### config.mk
export PLATFORM = sky130hd
export DESIGN_NAME = noteVisualizerTop
export DESIGN_NICKNAME = d
export VERILOG_FILES = /design/src/noteFixedPkg.sv /design/src/ledStripPkg.sv /design/src/ws2801Shifter.sv /design/src/ledStripDriver.sv /design/src/linearVisualizer.sv /design/src/noteVisualizerTop.sv
export SDC_FILE = /design/constraint.sdc
export NUM_CORES = 1
export LEC_CHECK = 0
export ABC_AREA = 1
export BUFFER_PORTS_ARGS = -buffer_cell sky130_fd_sc_hd__buf_2
export CORE_MARGIN = 2
export CORE_UTILIZATION = 38
export DETAILED_ROUTE_END_ITERATION = 8
export PLACE_DENSITY = 0.56
export SLEW_MARGIN = 20
export SYNTH_ARGS = -nofsm -noshare
export SYNTH_HDL_FRONTEND = slang
export SYNTH_SLANG_ARGS = --single-unit
### constraint.sdc
create_clock -name clk -period 16.4 [get_ports clk]
set_input_delay 1.64 -clock clk [delete_from_list [all_inputs] [get_ports clk]]
set_output_delay 1.64 -clock clk [all_outputs]
set_load 0.005 [all_outputs]
### src/noteFixedPkg.sv
// note fixed-point format and visualizer FSM states
package noteFixedPkg;

	// ------------------------------------------------------------
	// fixed-point layout, whole part on top
	// ------------------------------------------------------------
	localparam int wholeBits = 6;                   // max whole value 63
	localparam int fracBits  = 10;                  // roughly .001 resolution
	localparam int noteWidth = wholeBits + fracBits;

	// used for positions (LED units) and for amplitudes
	typedef logic [noteWidth-1:0] noteValue;

	// ------------------------------------------------------------
	// visualizer FSM
	// ------------------------------------------------------------
	typedef enum logic [1:0] {
		vizIdle,    // waiting for start
		vizBin,     // one bin per cycle
		vizPublish  // copy results out, pulse frameValid
	} vizState;

endpackage

### src/ledStripPkg.sv
// WS2801 strip geometry, serial timing, bin palette and driver FSM states
package ledStripPkg;

	// ------------------------------------------------------------
	// strip and bins
	// ------------------------------------------------------------
	localparam int ledCount    = 50;                   // LEDs chained on the strip
	localparam int binQty      = 12;                   // note bins per frame
	localparam int countWidth  = $clog2(ledCount) + 1; // per-bin run, 0..ledCount
	localparam int binIdxWidth = $clog2(binQty);

	// ------------------------------------------------------------
	// serial timing
	// ------------------------------------------------------------
	localparam int freqDiv     = 4;                    // sys clocks per serial bit
	localparam int phaseWidth  = $clog2(freqDiv);
	localparam int latchCycles = 64;                   // clkOut low gap after a frame
	localparam int latchWidth  = $clog2(latchCycles);
	localparam int wordBits    = 24;
	localparam int bitCntWidth = $clog2(wordBits);

	typedef logic [wordBits-1:0] rgbWord;              // {red, green, blue}

	// palette mask bit positions
	localparam int maskRed   = 2;
	localparam int maskGreen = 1;
	localparam int maskBlue  = 0;

	// bin 0 is the rightmost entry: red, yellow, green, cyan, blue, magenta, repeat
	localparam logic [binQty-1:0][2:0] paletteMask = {
		3'b101, 3'b001, 3'b011, 3'b010, 3'b110, 3'b100,
		3'b101, 3'b001, 3'b011, 3'b010, 3'b110, 3'b100
	};

	typedef enum logic [2:0] {
		stripIdle,  // wait for a frame
		stripLoad,  // hand a word to the shifter, or skip an empty bin
		stripShift, // word on the wire
		stripNext,  // advance repeat / bin
		stripLatch  // hold clkOut low
	} stripState;

endpackage

### src/ws2801Shifter.sv
`timescale 1ns/10ps
// WS2801 serializer: sends one 24-bit colour MSB first on data and clock lines
module ws2801Shifter (
	input  logic                clk,
	input  logic                rst,
	input  logic                load,     // only while idle
	input  ledStripPkg::rgbWord word,
	output logic                dOut,
	output logic                clkOut,
	output logic                wordDone  // one cycle, after the last bit period
);
	import ledStripPkg::*;

	rgbWord                 shiftReg;  // msb is on the wire
	logic [bitCntWidth-1:0] bitCnt;    // bits already finished
	logic [phaseWidth-1:0]  phase;     // position inside one bit period
	logic                   busy;
	logic                   bitEnd;
	logic                   lastBit;

	assign bitEnd  = busy && (phase == phaseWidth'(freqDiv - 1));
	assign lastBit = bitCnt == bitCntWidth'(wordBits - 1);

	// ------------------------------------------------------------
	// wire side
	// ------------------------------------------------------------
	// first half of the period low, second half high
	assign clkOut = phase >= phaseWidth'(freqDiv / 2);
	assign dOut   = busy & shiftReg[wordBits-1]; // low when idle

	// ------------------------------------------------------------
	// bit and phase counters
	// ------------------------------------------------------------
	always_ff @(posedge clk) begin
		if (rst) begin
			busy     <= 1'b0;
			phase    <= '0;
			bitCnt   <= '0;
			wordDone <= 1'b0;
		end else begin
			wordDone <= 1'b0;
			if (load && !busy) begin
				busy   <= 1'b1;
				phase  <= '0;
				bitCnt <= '0;
			end else if (busy) begin
				phase <= phase + 1'b1;               // wraps back to 0 at bit end
				if (bitEnd) begin
					if (lastBit) begin
						busy     <= 1'b0;
						wordDone <= 1'b1;
					end else begin
						bitCnt <= bitCnt + 1'b1;
					end
				end
			end
		end
	end

	// shift register, data moves only at a bit boundary while clkOut goes low
	always_ff @(posedge clk) begin
		if (load && !busy) begin
			shiftReg <= word;
		end else if (bitEnd) begin
			shiftReg <= {shiftReg[wordBits-2:0], 1'b0};
		end
	end

endmodule

### src/ledStripDriver.sv
`timescale 1ns/10ps
// strip driver: repeats each bin colour for its run, then holds the latch gap
module ledStripDriver (
	input  logic                                                        clk,
	input  logic                                                        rst,
	input  logic                                                        start,
	input  ledStripPkg::rgbWord [ledStripPkg::binQty-1:0]               rgb,
	input  logic [ledStripPkg::binQty-1:0][ledStripPkg::countWidth-1:0] ledCounts,
	output logic                                                        dOut,
	output logic                                                        clkOut,
	output logic                                                        done
);
	import ledStripPkg::*;

	stripState                      state;
	rgbWord [binQty-1:0]            rgbReg;   // frame captured on accept
	logic [binQty-1:0][countWidth-1:0] cntReg;
	logic [binIdxWidth-1:0]         binIdx;
	logic [countWidth-1:0]          repCnt;   // words already sent for this bin
	logic [latchWidth-1:0]          latchCnt;

	logic   load;
	logic   wordDone;
	logic   lastBin;
	logic   binEmpty;
	rgbWord word;

	assign lastBin  = binIdx == binIdxWidth'(binQty - 1);
	assign binEmpty = cntReg[binIdx] == '0;
	assign load     = (state == stripLoad) && !binEmpty; // shifter is idle here
	assign word     = rgbReg[binIdx];

	ws2801Shifter shifterInst (
		.clk      (clk     ),
		.rst      (rst     ),
		.load     (load    ),
		.word     (word    ),
		.dOut     (dOut    ),
		.clkOut   (clkOut  ),
		.wordDone (wordDone)
	);

	// ------------------------------------------------------------
	// frame walk
	// ------------------------------------------------------------
	always_ff @(posedge clk) begin
		if (rst) begin
			state    <= stripIdle;
			binIdx   <= '0;
			repCnt   <= '0;
			latchCnt <= '0;
			done     <= 1'b0;
		end else begin
			done <= 1'b0;
			case (state)
				stripIdle: begin
					if (start) begin                 // frames while busy are dropped
						binIdx <= '0;
						repCnt <= '0;
						state  <= stripLoad;
					end
				end
				stripLoad: begin
					if (!binEmpty) begin
						state <= stripShift;
					end else if (lastBin) begin      // empty bin, skip in one cycle
						latchCnt <= '0;
						state    <= stripLatch;
					end else begin
						binIdx <= binIdx + 1'b1;
					end
				end
				stripShift: begin
					if (wordDone) begin
						state <= stripNext;
					end
				end
				stripNext: begin
					if (repCnt + 1'b1 == cntReg[binIdx]) begin
						repCnt <= '0;                // run finished
						if (lastBin) begin
							latchCnt <= '0;
							state    <= stripLatch;
						end else begin
							binIdx <= binIdx + 1'b1;
							state  <= stripLoad;
						end
					end else begin
						repCnt <= repCnt + 1'b1;     // same colour again
						state  <= stripLoad;
					end
				end
				stripLatch: begin
					// shifter idle, so clkOut stays low through the gap
					if (latchCnt == latchWidth'(latchCycles - 1)) begin
						done  <= 1'b1;
						state <= stripIdle;
					end else begin
						latchCnt <= latchCnt + 1'b1;
					end
				end
				default: state <= stripIdle;
			endcase
		end
	end

	// frame capture
	always_ff @(posedge clk) begin
		if (state == stripIdle && start) begin
			rgbReg <= rgb;
			cntReg <= ledCounts;
		end
	end

endmodule

### src/linearVisualizer.sv
`timescale 1ns/10ps
// linear visualizer: per-bin LED run lengths and brightness-scaled colours from note bins
module linearVisualizer (
	input  logic                                                        clk,
	input  logic                                                        rst,
	input  logic                                                        start,
	input  noteFixedPkg::noteValue [ledStripPkg::binQty-1:0]            noteAmplitudes,
	input  noteFixedPkg::noteValue [ledStripPkg::binQty-1:0]            notePositions,
	output ledStripPkg::rgbWord [ledStripPkg::binQty-1:0]               rgb,
	output logic [ledStripPkg::binQty-1:0][ledStripPkg::countWidth-1:0] ledCounts,
	output logic                                                        frameValid
);
	import noteFixedPkg::*;
	import ledStripPkg::*;

	vizState                 state;
	logic [binIdxWidth-1:0]  binIdx;       // bin under computation

	noteValue [binQty-1:0]   ampReg;       // notes captured at start
	noteValue [binQty-1:0]   posReg;
	rgbWord [binQty-1:0]     workRgb;      // results built up bin by bin
	logic [binQty-1:0][countWidth-1:0] workCounts;

	logic [countWidth-1:0]   curWhole;     // whole part of this bin's position
	logic [countWidth-1:0]   nextWhole;    // whole part of the next one, or strip end
	logic [countWidth-1:0]   runLen;
	logic [7:0]              bright;
	logic [2:0]              mask;
	rgbWord                  binColour;

	// ------------------------------------------------------------
	// per-bin datapath
	// ------------------------------------------------------------
	always_comb begin
		curWhole = countWidth'(posReg[binIdx][noteWidth-1:fracBits]);
		if (binIdx == binIdxWidth'(binQty - 1)) begin
			nextWhole = countWidth'(ledCount);      // last bin runs to the strip end
		end else begin
			nextWhole = countWidth'(posReg[binIdx + 1'b1][noteWidth-1:fracBits]);
		end
		runLen = (nextWhole > curWhole) ? nextWhole - curWhole : '0; // clamp at zero

		// amplitude * 4, truncated to one byte
		bright = ampReg[binIdx][noteWidth-1:fracBits-2];
		mask   = paletteMask[binIdx];
		binColour = {mask[maskRed]   ? bright : 8'h00,
		             mask[maskGreen] ? bright : 8'h00,
		             mask[maskBlue]  ? bright : 8'h00};
	end

	// ------------------------------------------------------------
	// control FSM
	// ------------------------------------------------------------
	always_ff @(posedge clk) begin
		if (rst) begin
			state      <= vizIdle;
			binIdx     <= '0;
			frameValid <= 1'b0;
		end else begin
			frameValid <= 1'b0;                     // single-cycle pulse
			case (state)
				vizIdle: begin
					if (start) begin
						binIdx <= '0;
						state  <= vizBin;
					end
				end
				vizBin: begin
					if (binIdx == binIdxWidth'(binQty - 1)) begin
						state <= vizPublish;
					end else begin
						binIdx <= binIdx + 1'b1;
					end
				end
				vizPublish: begin
					frameValid <= 1'b1;             // outputs update in this same edge
					state      <= vizIdle;
				end
				default: state <= vizIdle;
			endcase
		end
	end

	// payload: capture notes, fill work regs, publish the finished frame
	always_ff @(posedge clk) begin
		if (state == vizIdle && start) begin
			ampReg <= noteAmplitudes;
			posReg <= notePositions;
		end
		if (state == vizBin) begin
			workRgb[binIdx]    <= binColour;
			workCounts[binIdx] <= runLen;
		end
		if (state == vizPublish) begin
			rgb       <= workRgb;
			ledCounts <= workCounts;
		end
	end

endmodule

### src/noteVisualizerTop.sv
`timescale 1ns/10ps
// note visualizer top: linear visualizer feeding the WS2801 strip driver
module noteVisualizerTop (
	input  logic                                             clk,
	input  logic                                             rst,
	input  logic                                             start,
	input  noteFixedPkg::noteValue [ledStripPkg::binQty-1:0] noteAmplitudes,
	input  noteFixedPkg::noteValue [ledStripPkg::binQty-1:0] notePositions,
	output logic                                             dOut,
	output logic                                             clkOut,
	output logic                                             frameValid,
	output logic                                             driverDone
);
	import ledStripPkg::*;

	// ------------------------------------------------------------
	// visualizer to driver
	// ------------------------------------------------------------
	rgbWord [binQty-1:0]               rgb;       // held between frameValid pulses
	logic [binQty-1:0][countWidth-1:0] ledCounts;

	linearVisualizer lvInst (
		.clk            (clk           ),
		.rst            (rst           ),
		.start          (start         ),
		.noteAmplitudes (noteAmplitudes),
		.notePositions  (notePositions ),
		.rgb            (rgb           ),
		.ledCounts      (ledCounts     ),
		.frameValid     (frameValid    )  // also out to the port
	);

	ledStripDriver ldInst (
		.clk       (clk       ),
		.rst       (rst       ),
		.start     (frameValid),          // accepted only when driver idle
		.rgb       (rgb       ),
		.ledCounts (ledCounts ),
		.dOut      (dOut      ),
		.clkOut    (clkOut    ),
		.done      (driverDone)
	);

endmodule

==> results.md, run 1 <==
- Status: complete, no violations
- Slew @ Worst Pin: 1.09 ns
- Share of final-layout standard cells stronger than drive strength 1: 13.7%
- Final setup slack of the worst path: 11.07 ns
- Max Cap Viol: 0
- Die area: 128000 um^2
- Internal Power: 5.79 mW
- Cell type with the highest occurrence count on the critical path: sky130_fd_sc_hd__nand2_1
- Cell Pwr Density: 141 nW/um^2
- Number of distinct library cells after synthesis: 48
- Most frequent cells after synthesis: sky130_fd_sc_hd__edfxtp_1 (1308), sky130_fd_sc_hd__nand2_1 (301), sky130_fd_sc_hd__nor2_1 (297)
- Cells along the critical path: buf_4 -> nand3_1 -> xor2_1 -> or2_2 -> o211ai_1 -> ha_1 -> nand2_1 -> nor2_1 -> a211oi_1 -> nor2_1 -> o21ai_0 -> nand2_1 -> nand2_1 -> inv_1 -> o32ai_1 -> nor2_2
- WL/cell: 21.0 um
- Setup Crit Path Kind: reg -> reg
- # port buffers: 174
- Final setup violation count: 0
- Portion of total power attributed to sequential cells: 50.9%
- Period utilization: 32.5%
- Detailed-route vias per instance: 5.01
- Switching power share of the total: 25.0%
- Critical Path Slowest Stage Cell: sky130_fd_sc_hd__dfxtp_4
- Post-CTS Hold Fix Bufs: 0
- Largest buffer count on any clock path: 3
- Post-layout net count: 3542
- Routability-driven placement congestion ratio: 0.774
- Busiest layer in global routing: met2
- Clock slew seen by the registers of the worst setup and hold paths: 0.06 ns
- Maximum clock rate: 188 MHz
- Worst path arrival time: 5.69 ns
- Share of power burned in combinational logic: 10.8%
- Post-Synthesis Mean Instance Area: 16.4 um^2
- Most frequently used flop master after synthesis: sky130_fd_sc_hd__edfxtp_1
- Mapped Area: 47600 um^2
- Synthesis-to-layout area growth: 14.9%
- H-tree depth reported by CTS: 4
- Remaining design rule violation count: 0
- Largest net degree at the start of global routing: 191
- Global routing met2 resource utilization: 26.1%
- Biggest area contributors in the synthesized netlist: sky130_fd_sc_hd__edfxtp_1 (82%), sky130_fd_sc_hd__o21ai_0 (2.9%), sky130_fd_sc_hd__nand2_1 (2.4%), sky130_fd_sc_hd__nor2_1 (2.3%), sky130_fd_sc_hd__dfxtp_1 (1.7%)
- Met1 global-route usage: 21.2%
- Detailed placement HPWL: 54800 um
- Share of power burned in the clock network: 38.3%
- Final-report hold violation count: 0
- Overflow after GRT: 0
- Post-layout minimum cycle time: 5.33 ns
- Most frequent cell after synthesis: sky130_fd_sc_hd__edfxtp_1
- Total via count after detailed routing: 24500
- Worst-skew pair later-pin latency: 0.74 ns
- First-pass detailed-route iteration total: 5
- Instance count of the mapped netlist: 2913
- Die height: 358 um
- Final routed wirelength across all metal layers: 103000 um
- Number of sinks handled by clock tree synthesis: 1348
- Met3 layer usage reported by global route: 3.73%
- Setup skew after layout: 0.0260 ns
- Buffering stage count on the worst path with inverters included: 2
- RSZ-0062 raised after global routing: false
- Initial DRC count: 2060
- TritonCTS clock tree: yes
- Class of the worst hold path: reg -> reg
- Cell family with most CP delay: simple AND/OR/NAND/NOR gates
- Vias in the first global route: 24100
- Layout filler cell count: 10800
- Total nets after synthesis: 3317
- Worst slew margin relative to its limit: 27.4%
- Number of max-slew violations in the final report: 0
- Dominant cell type by area after synthesis: sky130_fd_sc_hd__edfxtp_1
- Number of buffers added for setup after CTS: 0
- Initial standard-cell utilization of the core: 38.4%
- GRT Util Overall: 16.1%
- Routed Antenna Nets: 0
- Nature of the critical path endpoint: flip-flop
- Die width: 358 um
- Number of flops mapped to enable cells by yosys: 1308
- Number of storage elements in the synthesis netlist: 1348
- Startpoint types: flip-flop
- Number of resized instances in the post-cts repair step: 0
- Buffer type at the clock tree root: sky130_fd_sc_hd__clkbuf_16
- Cell Rows: 129
- Initial antenna violation count: 15
- CP peak stage delay: 0.75 ns
- Post-synthesis sequential area ratio: 84.1%
- Post-Place Setup Slack: 11.00 ns
- Ys Warns: 0
- TritonCTS Buffers: 137
- VDD IR max: 0.108 mV
- Top-area cell type share of the netlist area: 82.4%
- Leakage power total: 18.3 nW
- Net switching component of the power: 1.93 mW
- Wire length of the first global-routing pass: 151000 um
- Async S/R FF share, synth: 0%
- I/O Pins: 391
- Highest net fanout along the worst path: 85
- Worst path required time: 16.76 ns
- Core area: 124000 um^2
- Final TNS setup: 0 ns
-- final cells by class --
| class | count | area, um^2 | area share [%] |
|---|---|---|---|
| flip-flops and latches | 1348 | 40100 | 73.2 |
| multi-input cells | 1300 | 6590 | 12.0 |
| clock buffers | 163 | 3570 | 6.52 |
| well taps | 1637 | 2050 | 3.74 |
| repair buffers | 215 | 1220 | 2.23 |
| clock inverters | 82 | 696 | 1.27 |
| inverters | 136 | 531 | 0.969 |
| diodes | 7 | 17.5 | 0.0320 |
-- per-stage QoR --
| step | cells | hold WS (ns) | utilization (%) | cell area [um^2] | power (mW) |
|---|---|---|---|---|---|
| 2_1_floorplan | 2913 | 0.400 | - | 47600 | 4.53 |
| 5_1_grt | 4884 | 0.403 | 44.1 | 54800 | 8.02 |
| 6_report | 4888 | 0.403 | 44.1 | 54800 | 7.72 |
| 4_1_cts | 4880 | 0.402 | 44.1 | 54700 | 7.79 |
| 3_5_place_dp | 4635 | 0.405 | 40.6 | 50400 | 4.84 |
| 3_3_place_gp | 4635 | 0.400 | 40.6 | 50400 | 4.83 |
-- power groups by stage --
stage / clock network, mW / logic (mW) / registers [mW]
after floorplan: 0 / 0.572 / 3.95
after global placement: 0 / 0.830 / 4.00
after detailed placement: 0 / 0.838 / 4.00
after CTS: 3.02 / 0.841 / 3.93
after global routing: 3.16 / 0.927 / 3.93
final: 2.95 / 0.835 / 3.93
-- final timing paths --
kind | start | to | slack (ns) | cells past startpoint
worst max-delay path | lvInst.binIdx[0] | lvInst.workCounts[8] | 11.07 | 16
worst min-delay path | lvInst.workRgb[208] | lvInst.rgb[208] | 0.40 | 0
worst max register to register | lvInst.binIdx[0] | lvInst.workCounts[8] | 11.07 | 16
worst min register to register | lvInst.workRgb[208] | lvInst.rgb[208] | 0.40 | 0
-- cell usage in the layout (no fill, tap or decap), types with 4 or more instances in the layout --
cell type                   synthesis  layout
sky130_fd_sc_hd__ha_1              16      16
sky130_fd_sc_hd__buf_2              8     174
sky130_fd_sc_hd__edfxtp_1        1308    1308
sky130_fd_sc_hd__xor2_1             6       6
sky130_fd_sc_hd__nand4_1            4       4
sky130_fd_sc_hd__bufinv_16          0       8
sky130_fd_sc_hd__nor3_1             6       5
sky130_fd_sc_hd__or2_2              7       7
sky130_fd_sc_hd__a32o_1            23      23
sky130_fd_sc_hd__nand3_1          115     115
sky130_fd_sc_hd__buf_4             10      38
sky130_fd_sc_hd__o22ai_1           57      57
sky130_fd_sc_hd__o21ai_0          274     274
sky130_fd_sc_hd__inv_6              1       8
sky130_fd_sc_hd__inv_1            130     126
sky130_fd_sc_hd__inv_2              1       4
sky130_fd_sc_hd__a21oi_1           85      85
sky130_fd_sc_hd__clkinv_2           0      19
sky130_fd_sc_hd__o211ai_1          17      17
sky130_fd_sc_hd__clkbuf_1          96      24
sky130_fd_sc_hd__nor2_4             4      18
sky130_fd_sc_hd__clkbuf_16          0     139
sky130_fd_sc_hd__diode_2            0       7
sky130_fd_sc_hd__clkinv_1           3      41
sky130_fd_sc_hd__nor2_1           297     282
sky130_fd_sc_hd__nand2_1          301     300
sky130_fd_sc_hd__dfxtp_1           40      35
sky130_fd_sc_hd__o221ai_1          48      48
sky130_fd_sc_hd__o21ai_1           12      12
-- routing by layer --
metal  wire [um]  vias up  part of all wire, %
met3        6420      194                  6.3
met5          88        -                0.086
met4        3000       14                  2.9
met2       48800      680                   48
met1       44200    12200                   43
li1            -    11300                    -
-- registers in the layout, indices dropped and copies added (netlist names), 2 cells and up --
signal and count:
ldInst.rgbReg 288, lvInst.rgb 288, lvInst.workRgb 288, lvInst.ampReg 96
ldInst.cntReg 84, lvInst.ledCounts 84, lvInst.workCounts 84, lvInst.posReg 72
ldInst.shifterInst.shiftReg 24, ldInst.repCnt 7, ldInst.latchCnt 6, ldInst.shifterInst.bitCnt 5
ldInst.binIdx 4, lvInst.binIdx 4, ldInst.state 3, lvInst.mask 3
ldInst.shifterInst.phase 2, lvInst.state 2
-- logic make-up (layout without fill, tap and decap cells) --
kind of cell	Yosys count	after routing	synth area share [%]
AO/OA/AOI/OAI	529	529	6.54
XOR/XNOR	9	9	0.165
adder cells (fa/ha/maj)	17	17	0.462
buffers and inverters	265	596	2.30
flip-flops	1348	1348	84.1
other	0	7	0
AND/OR/NAND/NOR	745	745	6.42
(Power assumes the default switching activity.)
==> inputs of run 2 (changes only) <==
Settings changed: PLACE_DENSITY 0.56 to 0.54.
Clock period 16.4 ns to 5.5 ns, I/O delays scaled along.
==> run 2 against run 1 <==
Critical path depth rose by 1. First-iteration DRC count fell by 3.6%. Sequential power rose to 3.0 times the previous value. Total power rose to 3.0 times the previous value. Highest routed layer unchanged. Cell area rose by 2.9%. Largest power group unchanged. Clock skew rose by 0.0052 ns. Fmax rose by 14%. Routed wire length rose by 1.2%.
==> results.md, run 2 (same netlist as run 1, synthesis figures left out) <==
- Number of buffers added for setup after CTS: 0
- Number of resized instances in the post-cts repair step: 0
- Nature of the critical path endpoint: flip-flop
- Vias in the first global route: 25000
- Post-Place Cell Area: 50500 um^2
- Worst path arrival time: 5.02 ns
- Initial standard-cell utilization of the core: 38.4%
- I/O Pins: 391
- Final-report hold violation count: 0
- Worst slew margin relative to its limit: 26.0%
- Share of final-layout standard cells stronger than drive strength 1: 13.4%
- Cell Pwr Density: 405 nW/um^2
- GRT Util Overall: 16.4%
- Cell Rows: 129
- Initial DRC count: 1985
- Most common cell after layout, fill and taps aside: sky130_fd_sc_hd__edfxtp_1
- Core area: 124000 um^2
- Number of max-slew violations in the final report: 0
- Instance count after placement with tap cells included: 4644
- Maximum clock rate: 214 MHz
- Buffer type at the clock tree root: sky130_fd_sc_hd__clkbuf_16
- Period utilization: 85.1%
- TritonCTS Buffers: 138
- WL/cell: 20.5 um
- Initial antenna violation count: 4
- Post-layout minimum cycle time: 4.68 ns
- Setup Crit Path Kind: reg -> reg
- Max Cap Viol: 0
- Worst path required time: 5.83 ns
- Die width: 358 um
- TritonCTS clock tree: yes
- Layout filler cell count: 10600
- Most frequent cells in the layout: sky130_fd_sc_hd__edfxtp_1 (1308), sky130_fd_sc_hd__nand2_1 (300), sky130_fd_sc_hd__nor2_1 (283)
- Detailed placement HPWL: 56300 um
- Highest net fanout along the worst path: 40
- Overflow after GRT: 0
- Slew @ Worst Pin: 1.11 ns
- Non-Filler Instances: 5053
- Startpoint types: flip-flop
- Leakage power total: 19.0 nW
- Synthesis-to-layout area growth: 18.3%
- RSZ-0062 raised after global routing: false
- Final routed wirelength across all metal layers: 104000 um
- Number of sinks handled by clock tree synthesis: 1348
- Clock slew seen by the registers of the worst setup and hold paths: 0.06 ns
- Detailed-route vias per instance: 4.92
- Largest buffer count on any clock path: 3
- Wire length of the first global-routing pass: 155000 um
- Routed Antenna Nets: 0
- Remaining design rule violation count: 0
- Setup skew after layout: 0.0312 ns
- Final Cell Area: 56400 um^2
- Die height: 358 um
- Routability-driven placement congestion ratio: 0.804
- VDD IR max: 0.306 mV
- Total via count after detailed routing: 24800
- First-pass detailed-route iteration total: 5
- # port buffers: 174
- Registers with the most flip-flops: ldInst.rgbReg: 288 flops, lvInst.rgb: 288 flops, lvInst.workRgb: 288 flops
- Largest net degree at the start of global routing: 183
- Final setup violation count: 0
- Status: complete, no violations
- H-tree depth reported by CTS: 4
- Worst-skew pair later-pin latency: 0.74 ns
- Post-layout net count: 3717
- Die area: 128000 um^2
- Class of the worst hold path: in -> reg
-- run 2: cell types whose count changed in the layout (fill, tap and decap cells not counted), sizes merged, moves of 5 or more --
cell         before  now
clkinv           64   55
dlygate4sd3       0  166
clkbuf          163  176
buf             215  223
bufinv            8    3
diode             7    1
-- run 2: metrics by stage --
stage	hold slack, ns	setup TNS (ns)	utilization (%)	setup WS [ns]	power (mW)
floorplan	0.400	-695.15	-	-1.19	13.5
global placement	0.400	0	40.7	0.859	14.4
detailed placement	0.405	0	40.7	1.00	14.4
CTS	0.00770	0	45.4	0.971	23.1
global route	0.0171	0	45.4	0.422	23.8
finish	0.0534	0	45.4	0.819	22.8
-- run 2: final timing paths --
path,depth (start not counted),to,slack [ns],start
hold reg to reg,0,ldInst.rgbReg[83],0.40,lvInst.rgb[83]
setup reg to reg,17,lvInst.workCounts[36],0.82,lvInst.binIdx[0]
setup / recovery,17,lvInst.workCounts[36],0.82,lvInst.binIdx[0]
hold / removal,1,lvInst.posReg[106],0.05,notePositions[106]
-- run 2: power by group --
part / switching [mW] / leakage, nW / total, mW / internal, mW
combinational: 1.80 / 4.78 / 2.58 / 0.778
clock: 3.69 / 2.01 / 8.57 / 4.88
sequential: 0.180 / 12.2 / 11.7 / 11.5
total: 5.67 / 19.0 / 22.8 / 17.2
-- run 2: what timing repair did --
item,in CTS,in global routing
endpoints found under the setup margin,0,0
endpoints found under the hold margin,166,0
hold buffers,166,0
-- run 2: final cells by class --
cell class                 count  area (um^2)  area share [%]
clock inverter                66          437           0.775
clock buffer                 176         3690            6.55
timing repair buffer         389         2950            5.24
antenna                        1         2.50         0.00444
inverter                     136          527           0.935
multi-input combinational   1300         6600            11.7
tap                         1637         2050            3.63
sequential                  1348        40100            71.2
-- run 2: critical path, cell delays in order, from the launching register on --
cell and delay, ns:
sky130_fd_sc_hd__dfxtp_4 0.36, sky130_fd_sc_hd__inv_2 0.27, sky130_fd_sc_hd__buf_4 0.43, sky130_fd_sc_hd__a21oi_1 0.11
sky130_fd_sc_hd__o21ai_0 0.08, sky130_fd_sc_hd__o21ai_0 0.16, sky130_fd_sc_hd__a221oi_1 0.61, sky130_fd_sc_hd__ha_1 0.35
sky130_fd_sc_hd__nand2_1 0.09, sky130_fd_sc_hd__nor2_1 0.04, sky130_fd_sc_hd__a211oi_1 0.26, sky130_fd_sc_hd__nor2_1 0.11
sky130_fd_sc_hd__o21ai_0 0.17, sky130_fd_sc_hd__nand2_1 0.09, sky130_fd_sc_hd__nand2_1 0.06, sky130_fd_sc_hd__inv_1 0.06
sky130_fd_sc_hd__o32ai_1 0.53, sky130_fd_sc_hd__nor2_1 0.48
-- run 2: layer usage --
metal	GRT usage (%)	part of all wire (%)
met5	0	0.013
met4	6.00	2.8
met3	2.88	4.8
met2	27.7	49
met1	21.2	43
